$ cat config.mk
export PLATFORM = sky130hd
export DESIGN_NAME = piir_top
export DESIGN_NICKNAME = d
export VERILOG_FILES = /design/src/verilog/piir_pkg.sv /design/src/verilog/piir_ctrl.sv /design/src/verilog/piir_mac.sv /design/src/verilog/piir_regs.sv /design/src/verilog/piir_top.sv
export SDC_FILE = /design/constraint.sdc
export NUM_CORES = 1
export LEC_CHECK = 0
export BUFFER_PORTS_ARGS = -buffer_cell sky130_fd_sc_hd__buf_2
export CAP_MARGIN = 10
export CORE_MARGIN = 2
export CORE_UTILIZATION = 30
export DETAILED_ROUTE_END_ITERATION = 8
export GPL_TIMING_DRIVEN = 1
export SYNTH_ARGS = -nofsm -noshare
export SYNTH_HDL_FRONTEND = slang
export SYNTH_SLANG_ARGS = --single-unit
$ cat constraint.sdc
create_clock -name clk -period 14.29 [get_ports clk]
set_clock_uncertainty 0.15 [all_clocks]
set_input_delay 0.7145 -clock clk [delete_from_list [all_inputs] [get_ports clk]]
set_output_delay 0.7145 -clock clk [all_outputs]
set_load 0.01 [all_outputs]
$ cat src/verilog/piir_pkg.sv
// Shared types and constants for the biquad IIR filter peripheral.
// Samples are 16-bit sign-magnitude: one sign bit over a Q0.15 fraction.
// Every block refers to these by scoped names (piir_pkg::name).
// Coefficient and history sets travel between blocks as packed structs.

`default_nettype none

package piir_pkg;

  // widths
  localparam int data_w    = 16;          // bus and sample width
  localparam int mag_w     = data_w - 1;  // magnitude bits, also the fraction shift
  localparam int mac_steps = 5;           // product terms per output

  // sign-magnitude sample, sign on top
  typedef struct packed {
    logic             sign;  // 1 = negative
    logic [mag_w-1:0] mag;   // Q0.15 magnitude
  } sm_t;

  // config select codes on cfg_sel
  // gaps in the code space load nothing
  typedef enum logic [3:0] {
    sel_a1  = 4'd1,
    sel_a2  = 4'd2,
    sel_y1  = 4'd5,
    sel_y2  = 4'd6,
    sel_b0  = 4'd8,
    sel_b1  = 4'd9,
    sel_b2  = 4'd10,
    sel_x   = 4'd12,
    sel_x1  = 4'd13,
    sel_x2  = 4'd14,
    sel_dev = 4'd15
  } cfg_sel_e;

  // filter coefficients
  // a1/a2 are held with the sign already flipped,
  // so the feedback terms subtract through a plain add
  typedef struct packed {
    sm_t a1;  // feedback, z^-1
    sm_t a2;  // feedback, z^-2
    sm_t b0;  // feedforward, current sample
    sm_t b1;  // feedforward, z^-1
    sm_t b2;  // feedforward, z^-2
  } coef_t;

  // input and output history
  typedef struct packed {
    sm_t x;   // current sample
    sm_t x1;  // previous sample
    sm_t x2;  // sample before that
    sm_t y1;  // previous output
    sm_t y2;  // output before that
  } hist_t;

  // frame FSM, run order ale -> read -> math -> write
  typedef enum logic [2:0] {
    cfg_st   = 3'd0,  // configure, no bus traffic
    ale_st   = 3'd1,  // device address out
    read_st  = 3'd2,  // sample in
    math_st  = 3'd3,  // MAC running
    write_st = 3'd4,  // result out
    pause_st = 3'd5   // parked between frames
  } frame_state_e;

endpackage

`default_nettype wire

$ cat src/verilog/piir_ctrl.sv
// Frame FSM of the biquad.
// Runs ale -> read -> math -> write, ten cycles per frame, and parks in
// pause between frames while pu is high. Strobes are registered off the
// next state, so they line up with the state they belong to.
// Holds the output y, latched on entry to write, and the first-frame flag
// that keeps the history unshifted on the first frame after config.

`timescale 1ns/1ps
`default_nettype none

module piir_ctrl (
  input  logic           clk,
  input  logic           rst,
  input  logic           ce,
  input  logic           cfg,
  input  logic           pu,        // pause at frame end
  input  logic           mac_done,
  input  piir_pkg::sm_t  acc,
  output logic           ale,
  output logic           rd,
  output logic           wr,
  output logic           shift,     // history push request
  output logic           mac_start,
  output piir_pkg::sm_t  y
);

  piir_pkg::frame_state_e state, nxt;
  logic                   first;    // set by config, cleared after first read

  // next state
  always_comb begin
    nxt = state;
    if (cfg) begin
      nxt = piir_pkg::cfg_st;        // config wins from any state
    end else begin
      case (state)
        piir_pkg::cfg_st:   nxt = piir_pkg::ale_st;
        piir_pkg::ale_st:   nxt = piir_pkg::read_st;
        piir_pkg::read_st:  nxt = piir_pkg::math_st;
        piir_pkg::math_st:  if (mac_done) nxt = piir_pkg::write_st;
        piir_pkg::write_st: nxt = pu ? piir_pkg::pause_st : piir_pkg::ale_st;
        piir_pkg::pause_st: if (!pu) nxt = piir_pkg::ale_st;
        default:            nxt = piir_pkg::cfg_st;
      endcase
    end
  end

  always_ff @(posedge clk) begin
    if (rst) begin
      state     <= piir_pkg::cfg_st;
      first     <= 1'b1;
      ale       <= 1'b0;
      rd        <= 1'b0;
      wr        <= 1'b0;
      shift     <= 1'b0;
      mac_start <= 1'b0;
      y         <= '0;
    end else if (ce) begin
      state     <= nxt;
      ale       <= (nxt == piir_pkg::ale_st);
      rd        <= (nxt == piir_pkg::read_st);
      wr        <= (nxt == piir_pkg::write_st);
      // push history on every read but the first after config
      shift     <= (nxt == piir_pkg::read_st) && !first;
      // first math cycle only
      mac_start <= (nxt == piir_pkg::math_st) && (state == piir_pkg::read_st);

      if (cfg)
        first <= 1'b1;
      else if (state == piir_pkg::read_st)
        first <= 1'b0;                // first read done

      // result goes out with wr
      if (state == piir_pkg::math_st && nxt == piir_pkg::write_st)
        y <= acc;
    end
  end

  // MAC result may only come back while the frame is in math
  a_done_in_math : assert property (
    @(posedge clk) disable iff (rst)
    (ce && mac_done) |-> (state == piir_pkg::math_st)
  ) else $error("mac done outside the math state");

endmodule

`default_nettype wire

$ cat src/verilog/piir_mac.sv
// Shared multiply-accumulate unit for the biquad.
// A start pulse clears the accumulator; the next five cycles each fold one
// coefficient x history product into it, order a1*y1, a2*y2, b1*x1,
// b2*x2, b0*x. done pulses one cycle after the last step with acc valid.
// All arithmetic is sign-magnitude Q0.15; magnitude sums wrap at 2^15.

`timescale 1ns/1ps
`default_nettype none

module piir_mac (
  input  logic             clk,
  input  logic             rst,
  input  logic             ce,
  input  logic             cfg,    // config aborts any run
  input  logic             start,
  input  piir_pkg::coef_t  coef,
  input  piir_pkg::hist_t  hist,
  output piir_pkg::sm_t    acc,
  output logic             done
);

  logic [$clog2(piir_pkg::mac_steps)-1:0] step;  // which product term
  logic                                   busy;
  piir_pkg::sm_t                          c_op, h_op;  // current operand pair
  piir_pkg::sm_t                          prod, sum;

  // product keeps bits 29:15, sign is xor of signs
  function automatic piir_pkg::sm_t sm_mul(input piir_pkg::sm_t a, input piir_pkg::sm_t b);
    logic [2*piir_pkg::mag_w-1:0] full;
    full         = a.mag * b.mag;
    sm_mul.sign  = a.sign ^ b.sign;
    sm_mul.mag   = full[2*piir_pkg::mag_w-1:piir_pkg::mag_w];
  endfunction

  // like signs add, unlike signs subtract smaller from larger
  function automatic piir_pkg::sm_t sm_add(input piir_pkg::sm_t a, input piir_pkg::sm_t b);
    piir_pkg::sm_t r;
    if (a.sign == b.sign) begin
      r.sign = a.sign;
      r.mag  = a.mag + b.mag;   // wraps, no saturation
    end else if (a.mag > b.mag) begin
      r.sign = a.sign;
      r.mag  = a.mag - b.mag;
    end else if (b.mag > a.mag) begin
      r.sign = b.sign;
      r.mag  = b.mag - a.mag;
    end else begin
      r = '0;                   // exact cancel -> +0
    end
    return r;
  endfunction

  // operand mux
  always_comb begin
    case (step)
      3'd0:    begin c_op = coef.a1; h_op = hist.y1; end
      3'd1:    begin c_op = coef.a2; h_op = hist.y2; end
      3'd2:    begin c_op = coef.b1; h_op = hist.x1; end
      3'd3:    begin c_op = coef.b2; h_op = hist.x2; end
      default: begin c_op = coef.b0; h_op = hist.x;  end
    endcase
  end

  assign prod = sm_mul(c_op, h_op);
  assign sum  = sm_add(acc, prod);

  always_ff @(posedge clk) begin
    if (rst || (ce && cfg)) begin
      step <= '0;
      busy <= 1'b0;
      done <= 1'b0;
      acc  <= '0;
    end else if (ce) begin
      done <= 1'b0;
      if (start) begin
        step <= '0;
        busy <= 1'b1;
        acc  <= '0;                // start from +0
      end else if (busy) begin
        acc <= sum;
        if (int'(step) == piir_pkg::mac_steps - 1) begin
          busy <= 1'b0;
          done <= 1'b1;            // result settles this edge
          step <= '0;
        end else begin
          step <= step + 1'b1;
        end
      end
    end
  end

  // FSM only restarts the MAC once the previous run is over
  a_start_idle : assert property (
    @(posedge clk) disable iff (rst)
    (ce && start) |-> !busy
  ) else $error("mac start while busy");

  // register file must not move the operands under a running MAC
  a_operands_hold : assert property (
    @(posedge clk) disable iff (rst)
    (ce && busy && !cfg) |=> ($stable(coef) && $stable(hist))
  ) else $error("mac operands changed during a run");

endmodule

`default_nettype wire

$ cat src/verilog/piir_regs.sv
// Register file of the biquad filter.
// In configure mode (cfg high) the value on ad_in is written into the
// field picked by cfg_sel; feedback coefficients get their sign flipped here.
// In run mode a one-cycle shift pulse from the frame FSM pushes the new
// sample and the last output into the history.

`timescale 1ns/1ps
`default_nettype none

module piir_regs (
  input  logic                clk,
  input  logic                rst,
  input  logic                ce,        // global stall when low
  input  logic                cfg,
  input  piir_pkg::cfg_sel_e  cfg_sel,
  input  piir_pkg::sm_t       ad_in,
  input  logic                shift,     // history push, read cycle
  input  piir_pkg::sm_t       y,         // latest filter output
  output piir_pkg::coef_t     coef,
  output piir_pkg::hist_t     hist,
  output piir_pkg::sm_t       dev_addr
);

  always_ff @(posedge clk) begin
    if (rst) begin
      coef     <= '0;
      hist     <= '0;
      dev_addr <= '0;
    end else if (ce) begin
      if (cfg) begin
        // one field per cycle, everything else holds
        case (cfg_sel)
          piir_pkg::sel_a1: begin
            coef.a1.sign <= ~ad_in.sign;  // stored negated
            coef.a1.mag  <= ad_in.mag;
          end
          piir_pkg::sel_a2: begin
            coef.a2.sign <= ~ad_in.sign;  // stored negated
            coef.a2.mag  <= ad_in.mag;
          end
          piir_pkg::sel_y1:  hist.y1  <= ad_in;
          piir_pkg::sel_y2:  hist.y2  <= ad_in;
          piir_pkg::sel_b0:  coef.b0  <= ad_in;
          piir_pkg::sel_b1:  coef.b1  <= ad_in;
          piir_pkg::sel_b2:  coef.b2  <= ad_in;
          piir_pkg::sel_x:   hist.x   <= ad_in;
          piir_pkg::sel_x1:  hist.x1  <= ad_in;
          piir_pkg::sel_x2:  hist.x2  <= ad_in;
          piir_pkg::sel_dev: dev_addr <= ad_in;
          default: ;                       // unused codes, no write
        endcase
      end else if (shift) begin
        // delay lines move one step
        hist.x  <= ad_in;    // sample on the bus this cycle
        hist.x1 <= hist.x;
        hist.x2 <= hist.x1;
        hist.y1 <= y;        // output of the frame just finished
        hist.y2 <= hist.y1;
      end
    end
  end

  // frame FSM drops all strobes on the edge after cfg is seen,
  // so no history push may follow a cfg cycle
  a_no_shift_after_cfg : assert property (
    @(posedge clk) disable iff (rst)
    (ce && cfg) |=> !shift
  ) else $error("history shift right after a config cycle");

endmodule

`default_nettype wire

$ cat src/verilog/piir_top.sv
// Top level of the biquad IIR filter peripheral.
// cfg high: cfg_sel/ad_in write the register file.
// cfg low: frames of ale (address out), rd (sample in), five MAC steps,
// wr (result out). ad_out is zero whenever no output strobe is high.

`timescale 1ns/1ps
`default_nettype none

module piir_top (
  input  logic           clk,
  input  logic           rst,
  input  logic           ce,
  input  logic           cfg,
  input  logic           pu,
  input  logic [3:0]     cfg_sel,
  input  piir_pkg::sm_t  ad_in,
  output piir_pkg::sm_t  ad_out,
  output logic           ale,
  output logic           rd,
  output logic           wr
);

  piir_pkg::coef_t coef;
  piir_pkg::hist_t hist;
  piir_pkg::sm_t   dev_addr, y, acc;
  logic            shift, mac_start, mac_done;

  piir_regs regs_i (
    .clk(clk), .rst(rst), .ce(ce), .cfg(cfg),
    .cfg_sel(piir_pkg::cfg_sel_e'(cfg_sel)),  // raw code, gaps decode to nothing
    .ad_in(ad_in), .shift(shift), .y(y),
    .coef(coef), .hist(hist), .dev_addr(dev_addr)
  );

  piir_mac mac_i (
    .clk(clk), .rst(rst), .ce(ce), .cfg(cfg), .start(mac_start),
    .coef(coef), .hist(hist), .acc(acc), .done(mac_done)
  );

  piir_ctrl ctrl_i (
    .clk(clk), .rst(rst), .ce(ce), .cfg(cfg), .pu(pu),
    .mac_done(mac_done), .acc(acc),
    .ale(ale), .rd(rd), .wr(wr), .shift(shift), .mac_start(mac_start), .y(y)
  );

  // address on ale, result on wr, otherwise idle low
  assign ad_out = ale ? dev_addr : (wr ? y : '0);

endmodule

`default_nettype wire
### Yosys cells after proc, flatten, opt, wreduce, memory -nomap -nowiden

Index checks and enable logic that the tools add are counted.

* register bits: 222
* input port bits: 25
* output and inout bits: 19

* add/subtract/negate cells: 4
* multipliers: 1
* $lt $le $gt $ge: 2
* equal/unequal tests: 32
* mux-type cells: 32
* bitwise gates (word level): 2
* reductions and logical operators: 26

Operators by type and width (count)
* $mux 16: 12
* $mux 80: 2
* $pmux 16 s4: 2
* $reduce_and 3->1: 11
* $gt 15x15->1: 2
* $mul 15x15->30: 1
* $sub 15x15->15: 2
* $eq 4x4->1 const B: 7
* $mux 3: 7
* $eq 3x2->1 const B: 6
* $pmux 3 s6: 1
* $add 15x15->15: 1
* $ne 2x1->1 const B: 7
* $eq 3x3->1 const B: 4
* $eq 3x1->1 const B: 3
* $eq 4x3->1 const B: 2
* $mux 1: 8
* $logic_not 3->1: 2
* $reduce_and 2->1: 3
* $reduce_bool 2->1: 3
* $eq 4x1->1 const B: 1
* $eq 4x2->1 const B: 1
* $logic_and 1x1->1: 4
* $reduce_and 4->1: 1
* other kinds (6): 6

### Longest topological paths before layout

Gate-level depths: netlist of run 1.

* depth after elaboration: 9
* mapped depth: 45
* depth with buffers taken out: 38

### By module

From an unflattened synthesis of run 1, not the netlist that was laid out.

* cell total of the unflattened synthesis: 2468
* area, all modules: 20732.4 sq um

By module, submodules not included
* piir_mac: times used 1, cells an instance 1422, area each 11335.9 sq um
* piir_regs: times used 1, cells an instance 904, area each 8109.0 sq um
* piir_ctrl: times used 1, cells an instance 118, area each 1086.0 sq um
* piir_top: times used 1, cells an instance 24, area each 201.4 sq um

### Worst setup path after synthesis of run 1

Ideal clock, no wire load.

* kind: register to register
* from: reg mac_i.step[2] in the netlist's numbering
* to: reg, netlist name mac_i.acc[11]
* arrival time: 10.230 ns
* slack: 3.788 ns
* cell stages (with the launch flop): 45
* buffers on the path: 7
* period minus slack after synthesis: 10.502 ns
* cell sequence: dfxtp_1 > buf_4 > inv_1 > clkbuf_1 > clkbuf_1 > clkbuf_1 > ha_1 > buf_2 > clkbuf_1 > a22oi_1 > nand3_1 > o21ai_1 > or2_2 > fa_1 > fa_1 > inv_1 > fa_1 > inv_1 > [9 not listed] > a211o_1 > a41o_1 > o221a_4 > o41ai_4 > o31ai_2 > a21o_1 > xnor2_1 > ha_1 > and4_1 > and3_1 > and3_1 > inv_1 > a41o_1 > and2_1 > buf_6 > a221o_1 > a32oi_1 > o21ai_1

* cells in the longest elaborated chain, start to end: 9

Ends and longest elaborated chain
* start: declaration: RTL line piir_mac.sv:22 `logic [$clog2(piir_pkg::mac_steps)-1:0] step;`
* start signal: assignment: RTL line piir_mac.sv:86 `step <= step + 1'b1;`
* $eq 3x2->1, or another cell as far along: RTL line piir_mac.sv:55 `case (step)`
* $pmux 16 s4: RTL line piir_mac.sv:55
* $mul 15x15->30: RTL line piir_mac.sv:30 `full = a.mag * b.mag;`
* $sub 15x15->15 or $gt 15x15->1 (tied branches): RTL line piir_mac.sv:46, piir_mac.sv:44
* $mux 16: RTL line piir_mac.sv:44 `end else if (b.mag > a.mag) begin`
* $mux 16: RTL line piir_mac.sv:41 `end else if (a.mag > b.mag) begin`
* $mux 16 (*): RTL line piir_mac.sv:38 `if (a.sign == b.sign) begin`
* $mux 16 (*): RTL line piir_mac.sv:79 `end else if (busy) begin`
* $mux 16 (*): RTL line piir_mac.sv:75 `if (start) begin`

Mark *: on every way between the ends. The rest lies on a longest branch, timed or not. The select of a mux whose other input is x is not followed.
A chain may end at the register's enable or synchronous reset.

### Worst setup path in the final report of run 1

* from: reg mac_i.step[0] in the netlist's numbering
* to: reg, netlist name mac_i.acc[5]

* cells in the longest elaborated chain, start to end: 9

Ends and longest elaborated chain (RTL line)
* $eq 3x2->1, or another cell as far along: piir_mac.sv:55
* $pmux 16 s4: piir_mac.sv:55
* $mul 15x15->30: piir_mac.sv:30
* $sub 15x15->15 or $gt 15x15->1 (tied branches): piir_mac.sv:46, piir_mac.sv:44
* $mux 16: piir_mac.sv:44
* $mux 16: piir_mac.sv:41
* $mux 16 (*): piir_mac.sv:38
* $mux 16 (*): piir_mac.sv:79
* $mux 16 (*): piir_mac.sv:75

Marked as above.

==> metrics.cfg, run 1 <==
[detailed_routing]
vias=16100
drc=0
wire_per_inst_um=18.1
routed_wl_um=56800
firstDrtPassIters=7
routed_via_density=5.11
antenna_left=0
drtIter0Drc=1298

[sta]
finalCriticalPeriod_ps=10940
relSlewSlack_pct=19.4
setup_tns_ps=0
worst_slew_pin_slew_ps=1200
rsz0062_at_grt=no
max_freq_mhz=91.4
drv_slew=0
period_share_pct=76.5
finalHoldViolations=0
setup_viol=0

[placed_design]
io_buffers=43
gp_congestion=0.899
postPlaceCellArea_mm2=0.0199
detailedPlacementHpwl_um=41500

[synthesis]
synth_top_area_share_pct=23.5
seq_area_frac_synth_pct=23.5
avgSynthCellArea_um2=8.13
synth_cell_types=65
netlist_area_mm2=0.0189
synth_enable_flop_cells=0
postSynthCellCount=2332
syn-num-nets=2667
yosys_warnings=0
synthArstFlopShare_pct=0
yosys-top-cells-area=dfxtp_1, fa_1, ha_1, nand2_1, a21oi_1
synth_top_cell_by_area=dfxtp_1
synth.ff_latch_count=222
synth_ff_type=dfxtp_1

[floorplanning]
initial_core_util_pct=30.2
fp-row-count=92
core_mm2=0.0627
die_h_um=255
ioPinCount=44
die_area_mm2=0.0652
die_w_um=255

[global_route]
overflow=0
grt.total_usage_pct=17.4
grt_max_degree=127
grt_pass1_wl_um=90900
first_global_vias=15900
antenna_found_initial=0

[critical_path]
slowest_delay_ps=860
crit_path_top_delay_cell=a21oi_1
start_kind=flop
critPathRequiredTime_ps=14600
cp.arrival_ps=11250
critPathMostFrequentCell=inv_1
cp_max_fo=19
path_class=reg -> reg
cp-end-kind=flop

[power]
leakage_nw=8.74
ir_worst_vdd_mv=0.0631
fin_total_pwr_mw=1.37
p_per_area_mw_per_mm2=66.5

[finish]
diodes=0
syn_to_final_growth_pct=8.77
final_nets=2619
drive_above_1_share_pct=6.39
postLayoutCoreUtil_pct=32.9
final_area_mm2=0.0206

[clocking]
cts_tree=done
cts.sinks=222
postCtsHoldBufs=0
clk_latency_ps=540
postCtsSetupBuffers=0
cts.reportedPaths.clkPinSlew_ps=70
numCtsBuffers=23
cts_resized=0
cts_max_level=1
root_buffer=clkbuf_16
clk_path_buf_depth=3

[outcome]
outcome=finished, final reports clean

[min_path]
hp-class=reg -> reg

[flow_run]
drv_cap=0

-- sequential cells by signal (all words and copies together), names as in the netlist, 3 cells and up --
signal,flops
ctrl_i.y,16
regs_i.dev_addr,16
regs_i.hist,80
regs_i.coef,80
ctrl_i.state,3
mac_i.step,3
mac_i.acc,16
-- power by group --
group / leakage [nW] / total [mW] / internal [mW] / switching, mW
Clock: 0.357 / 0.591 / 0.333 / 0.259
Combinational: 6.58 / 0.134 / 0.0414 / 0.0928
Sequential: 1.80 / 0.644 / 0.633 / 0.0114
Total: 8.74 / 1.37 / 1.01 / 0.363
-- placed cells by master, fill, tap and decap left out, types with 19 or more instances in the layout --
cell       instances
a211oi_1          69
a21o_1            22
a21oi_1          182
a22oi_1           63
buf_2             41
buf_4             26
clkbuf_16         23
dfxtp_1          222
fa_1             169
ha_1             141
inv_1            238
mux2i_1           83
nand2_1          361
nand3_1           42
nor2_1           244
nor3_1            19
o21a_1            23
o21ai_0           50
o21ai_1           27
xnor2_1           27
-- final cells by class --
class                           count  area [µm²]
Clock buffer                       36         694
Clock inverter                      4        23.8
Fill cell                        6643       42100
Inverter                          239         897
Multi-Input combinational cell   1730       13100
Sequential cell                   222        4440
Tap cell                          846        1060
Timing Repair Buffer               68         412
-- cell families (layout without fill, tap and decap cells) --
family,after synthesis,after routing,synth area share (%)
DFF,222,222,23.5
buffers and inverters,380,347,7.72
adders and majority gates,310,310,27.2
and+or+nand+nor,756,756,16.6
xor gates and xnor gates,41,41,1.90
muxes,83,83,4.38
AOI/OAI and AO/OA,540,540,18.7
-- synth_stat cells (all sizes together) (18+ instances only) --
master and n:
nand2 361, nor2 246, inv 239, dfxtp 222, a21oi 188, fa 169
ha 141, clkbuf 114, mux2i 83, o21ai 77, a211oi 70, a22oi 65
nand3 42, buf 27, xnor2 27, o21a 23, a21o 22, nor3 20
a22o 18, or2 18
-- worst max-delay path: cells and delay by family, from the launching register on --
kind                       cells  cell delay [ps]
and+or+nand+nor                4             1010
buffers and inverters          8              880
DFF                            1              340
adders and majority gates      9             4530
muxes                          1              190
xor gates and xnor gates       1              120
AOI/OAI and AO/OA             14             3640
-- per-stage QoR --
| step | cells | hold WS, ps | worst slack [ps] |
|---|---|---|---|
| 6_report | 3145 | 303 | 3350 |
| 5_1_grt | 3145 | 315 | 2510 |
| 4_1_cts | 3144 | 304 | 3380 |
| 3_5_place_dp | 3104 | 291 | 3430 |
| 3_3_place_gp | 3104 | 286 | 3660 |
| 2_1_floorplan | 2332 | 278 | 3790 |
-- layer usage --
layer / global-route usage, % / vias up / part of all wire [%]
met2: 27.5 / 460 / 45
met3: 2.57 / 111 / 5.7
li1: - / 7681 / -
met4: 7.50 / 0 / 4.4
met5: 0 / - / 0
met1: 23.5 / 7805 / 45
-- path summary, 6_finish.rpt --
| kind | start | end | slack, ps | depth (start not counted) |
|---|---|---|---|---|
| setup / recovery | mac_i.step[0] | mac_i.acc[5] | 3350 | 37 |
| hold / removal | ctrl_i.first | ctrl_i.first | 300 | 1 |
| setup reg to reg | mac_i.step[0] | mac_i.acc[5] | 3350 | 37 |
| hold reg to reg | ctrl_i.first | ctrl_i.first | 300 | 1 |
(Power assumes the default switching activity.)
==> run 2, diff against run 1 <==
- ABC_AREA: default -> 1
- clock period: 14.29 -> 10.5 ns (I/O delays scaled with it)
==> run 2 against run 1 <==
Global-route usage grew 0.88 points. Power is 38% higher. Wire length rose by 8.2%. Clock power rose by 33%. Utilization up 0.46 points. Worst setup slack worse by 2700 ps. Count of clock-buffer cells in the layout is 2 lower. First-iteration DRC count is 30% higher. Synthesized cell count up 16%. Highest routed layer is now met5.
==> metrics.cfg, run 2 <==
[outcome]
outcome=finished, final reports clean

[critical_path]
crit_path_top_delay_cell=ha_1
critPathRequiredTime_ps=10700
path_class=reg -> reg
slowest_delay_ps=550
crit_end=mac_i.acc[0]
startpoint=mac_i.step[0]
r2r_slack_ps=660
start_kind=flop
crit-reg2reg-launch=mac_i.step[0]
critPathMostFrequentCell=inv_1
cp.arrival_ps=10040
worst_r2r_path_depth=40
cp_max_fo=14
cp-end-kind=flop
r2r_end=mac_i.acc[0]

[detailed_routing]
drtIter0Drc=1683
vias=17900
antenna_left=0
routed_via_density=4.97
wire_per_inst_um=17.1
firstDrtPassIters=5
routed_wl_um=61500
drc=0

[synthesis]
postSynthCellCount=2715
synth.most_common_cell=nand2_1
yosys-top-cells-area=dfxtp_1, fa_1, nand2_1, ha_1, inv_1
synthArstFlopShare_pct=0
synth_top_cell_by_area=dfxtp_1
synth_common_cells=nand2_1, inv_1, nor2_1
synth_top_area_share_pct=22.6
netlist_area_mm2=0.0197
avgSynthCellArea_um2=7.24
syn-num-nets=3050
synth_ff_type=dfxtp_1
yosys_warnings=0
seq_area_frac_synth_pct=22.6
synth_cell_types=49
synth.ff_latch_count=222
synth_enable_flop_cells=0

[min_path]
hp-class=in -> reg

[clocking]
postCtsSetupBuffers=0
cts.sinks=222
cts_max_level=1
postCtsHoldBufs=0
clk_latency_ps=510
cts_tree=done
clk_path_buf_depth=3
numCtsBuffers=23
root_buffer=clkbuf_16
cts.reportedPaths.clkPinSlew_ps=60
cts_resized=0

[global_route]
grt.total_usage_pct=18.2
overflow=0
grt_pass1_wl_um=98100
first_global_vias=17100
antenna_found_initial=1
grt_max_degree=118

[sta]
max_freq_mhz=102
finalHoldViolations=0
period_share_pct=93.7
relSlewSlack_pct=20.5
finalCriticalPeriod_ps=9840
setup_viol=0
setup_tns_ps=0
drv_slew=0
worst_slew_pin_slew_ps=1190
rsz0062_at_grt=no

[finish]
drive_above_1_share_pct=7.38
syn_to_final_growth_pct=9.42
layout_commonest_cell=nand2_1
final_nets=3058
finalNonFillerCells=3592
reg_top3=regs_i.coef: 80 flops, regs_i.hist: 80 flops
final_cell_mix=nand2_1, inv_1, nor2_1
diodes=0

[power]
ir_worst_vdd_mv=0.0934
p_per_area_mw_per_mm2=88.1
fin_total_pwr_mw=1.90
leakage_nw=10.0

[floorplanning]
die_h_um=260
initial_core_util_pct=30.4
fp-row-count=93
core_mm2=0.0646
ioPinCount=44
die_area_mm2=0.0676
die_w_um=260

[placed_design]
gp_congestion=0.971
io_buffers=43
detailedPlacementHpwl_um=46900
dp.cells=3553

[flow_run]
drv_cap=0

==> run 2: cell types whose count changed after synthesis, sizes merged, moves of 66 or more <==
cell | before | now
inv | 239 | 449
o21ai | 77 | 295
a211oi | 70 | 4
nor2 | 246 | 320
nand2 | 361 | 502
mux2i | 83 | 0
==> run 2: cells by family after synthesis <==
logic type               Yosys count  synth area share (%)
XOR/XNOR                          37                  1.69
buffers and inverters            569                  11.5
adder cells (fa/ha/maj)          310                  26.2
AO/OA/AOI/OAI                    632                  18.5
AND/OR/NAND/NOR                  945                  19.5
flip-flops                       222                  22.6
==> run 2: cell type report <==
cell class                 instances  area (µm²)
fill                            6901       43100
multi-input combinational       1924       13000
sequential                       222        4450
inverter                         453        1700
tap                              855        1070
clock buffer                      34         677
timing repair buffer              99         636
clock inverter                     5        28.8
==> run 2: stage by stage <==
step / hold WS (ps) / util [%] / cell area (µm²) / setup slack [ps]
5_1_grt: 178 / 33.3 / 21500 / 66.2
2_1_floorplan: 274 / - / 19700 / 1920
6_report: 165 / 33.3 / 21500 / 664
4_1_cts: 152 / 33.3 / 21500 / 734
3_3_place_gp: 287 / 32.2 / 20800 / 919
3_5_place_dp: 289 / 32.2 / 20800 / 759
==> run 2: critical path: cells and delay by family (launching register included) <==
| kind | cells | cell delay (ps) |
|---|---|---|
| adders and majority gates | 9 | 4110 |
| buffers and inverters | 11 | 1840 |
| AOI/OAI and AO/OA | 7 | 1410 |
| DFF | 1 | 380 |
| and+or+nand+nor | 13 | 1750 |
==> run 2: how the worst min path moves through the flow <==
stage                          from               end  slack, ps  depth (start not counted)
floorplan           regs_i.coef[44]   regs_i.coef[44]        270                          2
global placement    regs_i.coef[64]   regs_i.coef[64]        290                          2
detailed placement  regs_i.coef[44]   regs_i.coef[44]        290                          2
CTS                             rst         ctrl_i.wr        150                          2
global route                    rst  ctrl_i.mac_start        180                          2
finish                          rst         ctrl_i.wr        160                          2
==> run 2: report_power, final <==
part | internal, mW | leakage (nW) | switching [mW]
combinational | 0.0631 | 7.88 | 0.165
sequential | 0.866 | 1.80 | 0.0146
clock | 0.444 | 0.353 | 0.343
==> run 2: routing by layer <==
layer	vias to the layer above	global-route usage, %	part of all wire (%)
li1	8705	-	-
met1	8423	26.4	47
met2	640	28.4	44
met3	96	2.15	6.7
met4	2	5.25	3.2
met5	-	0	0.018
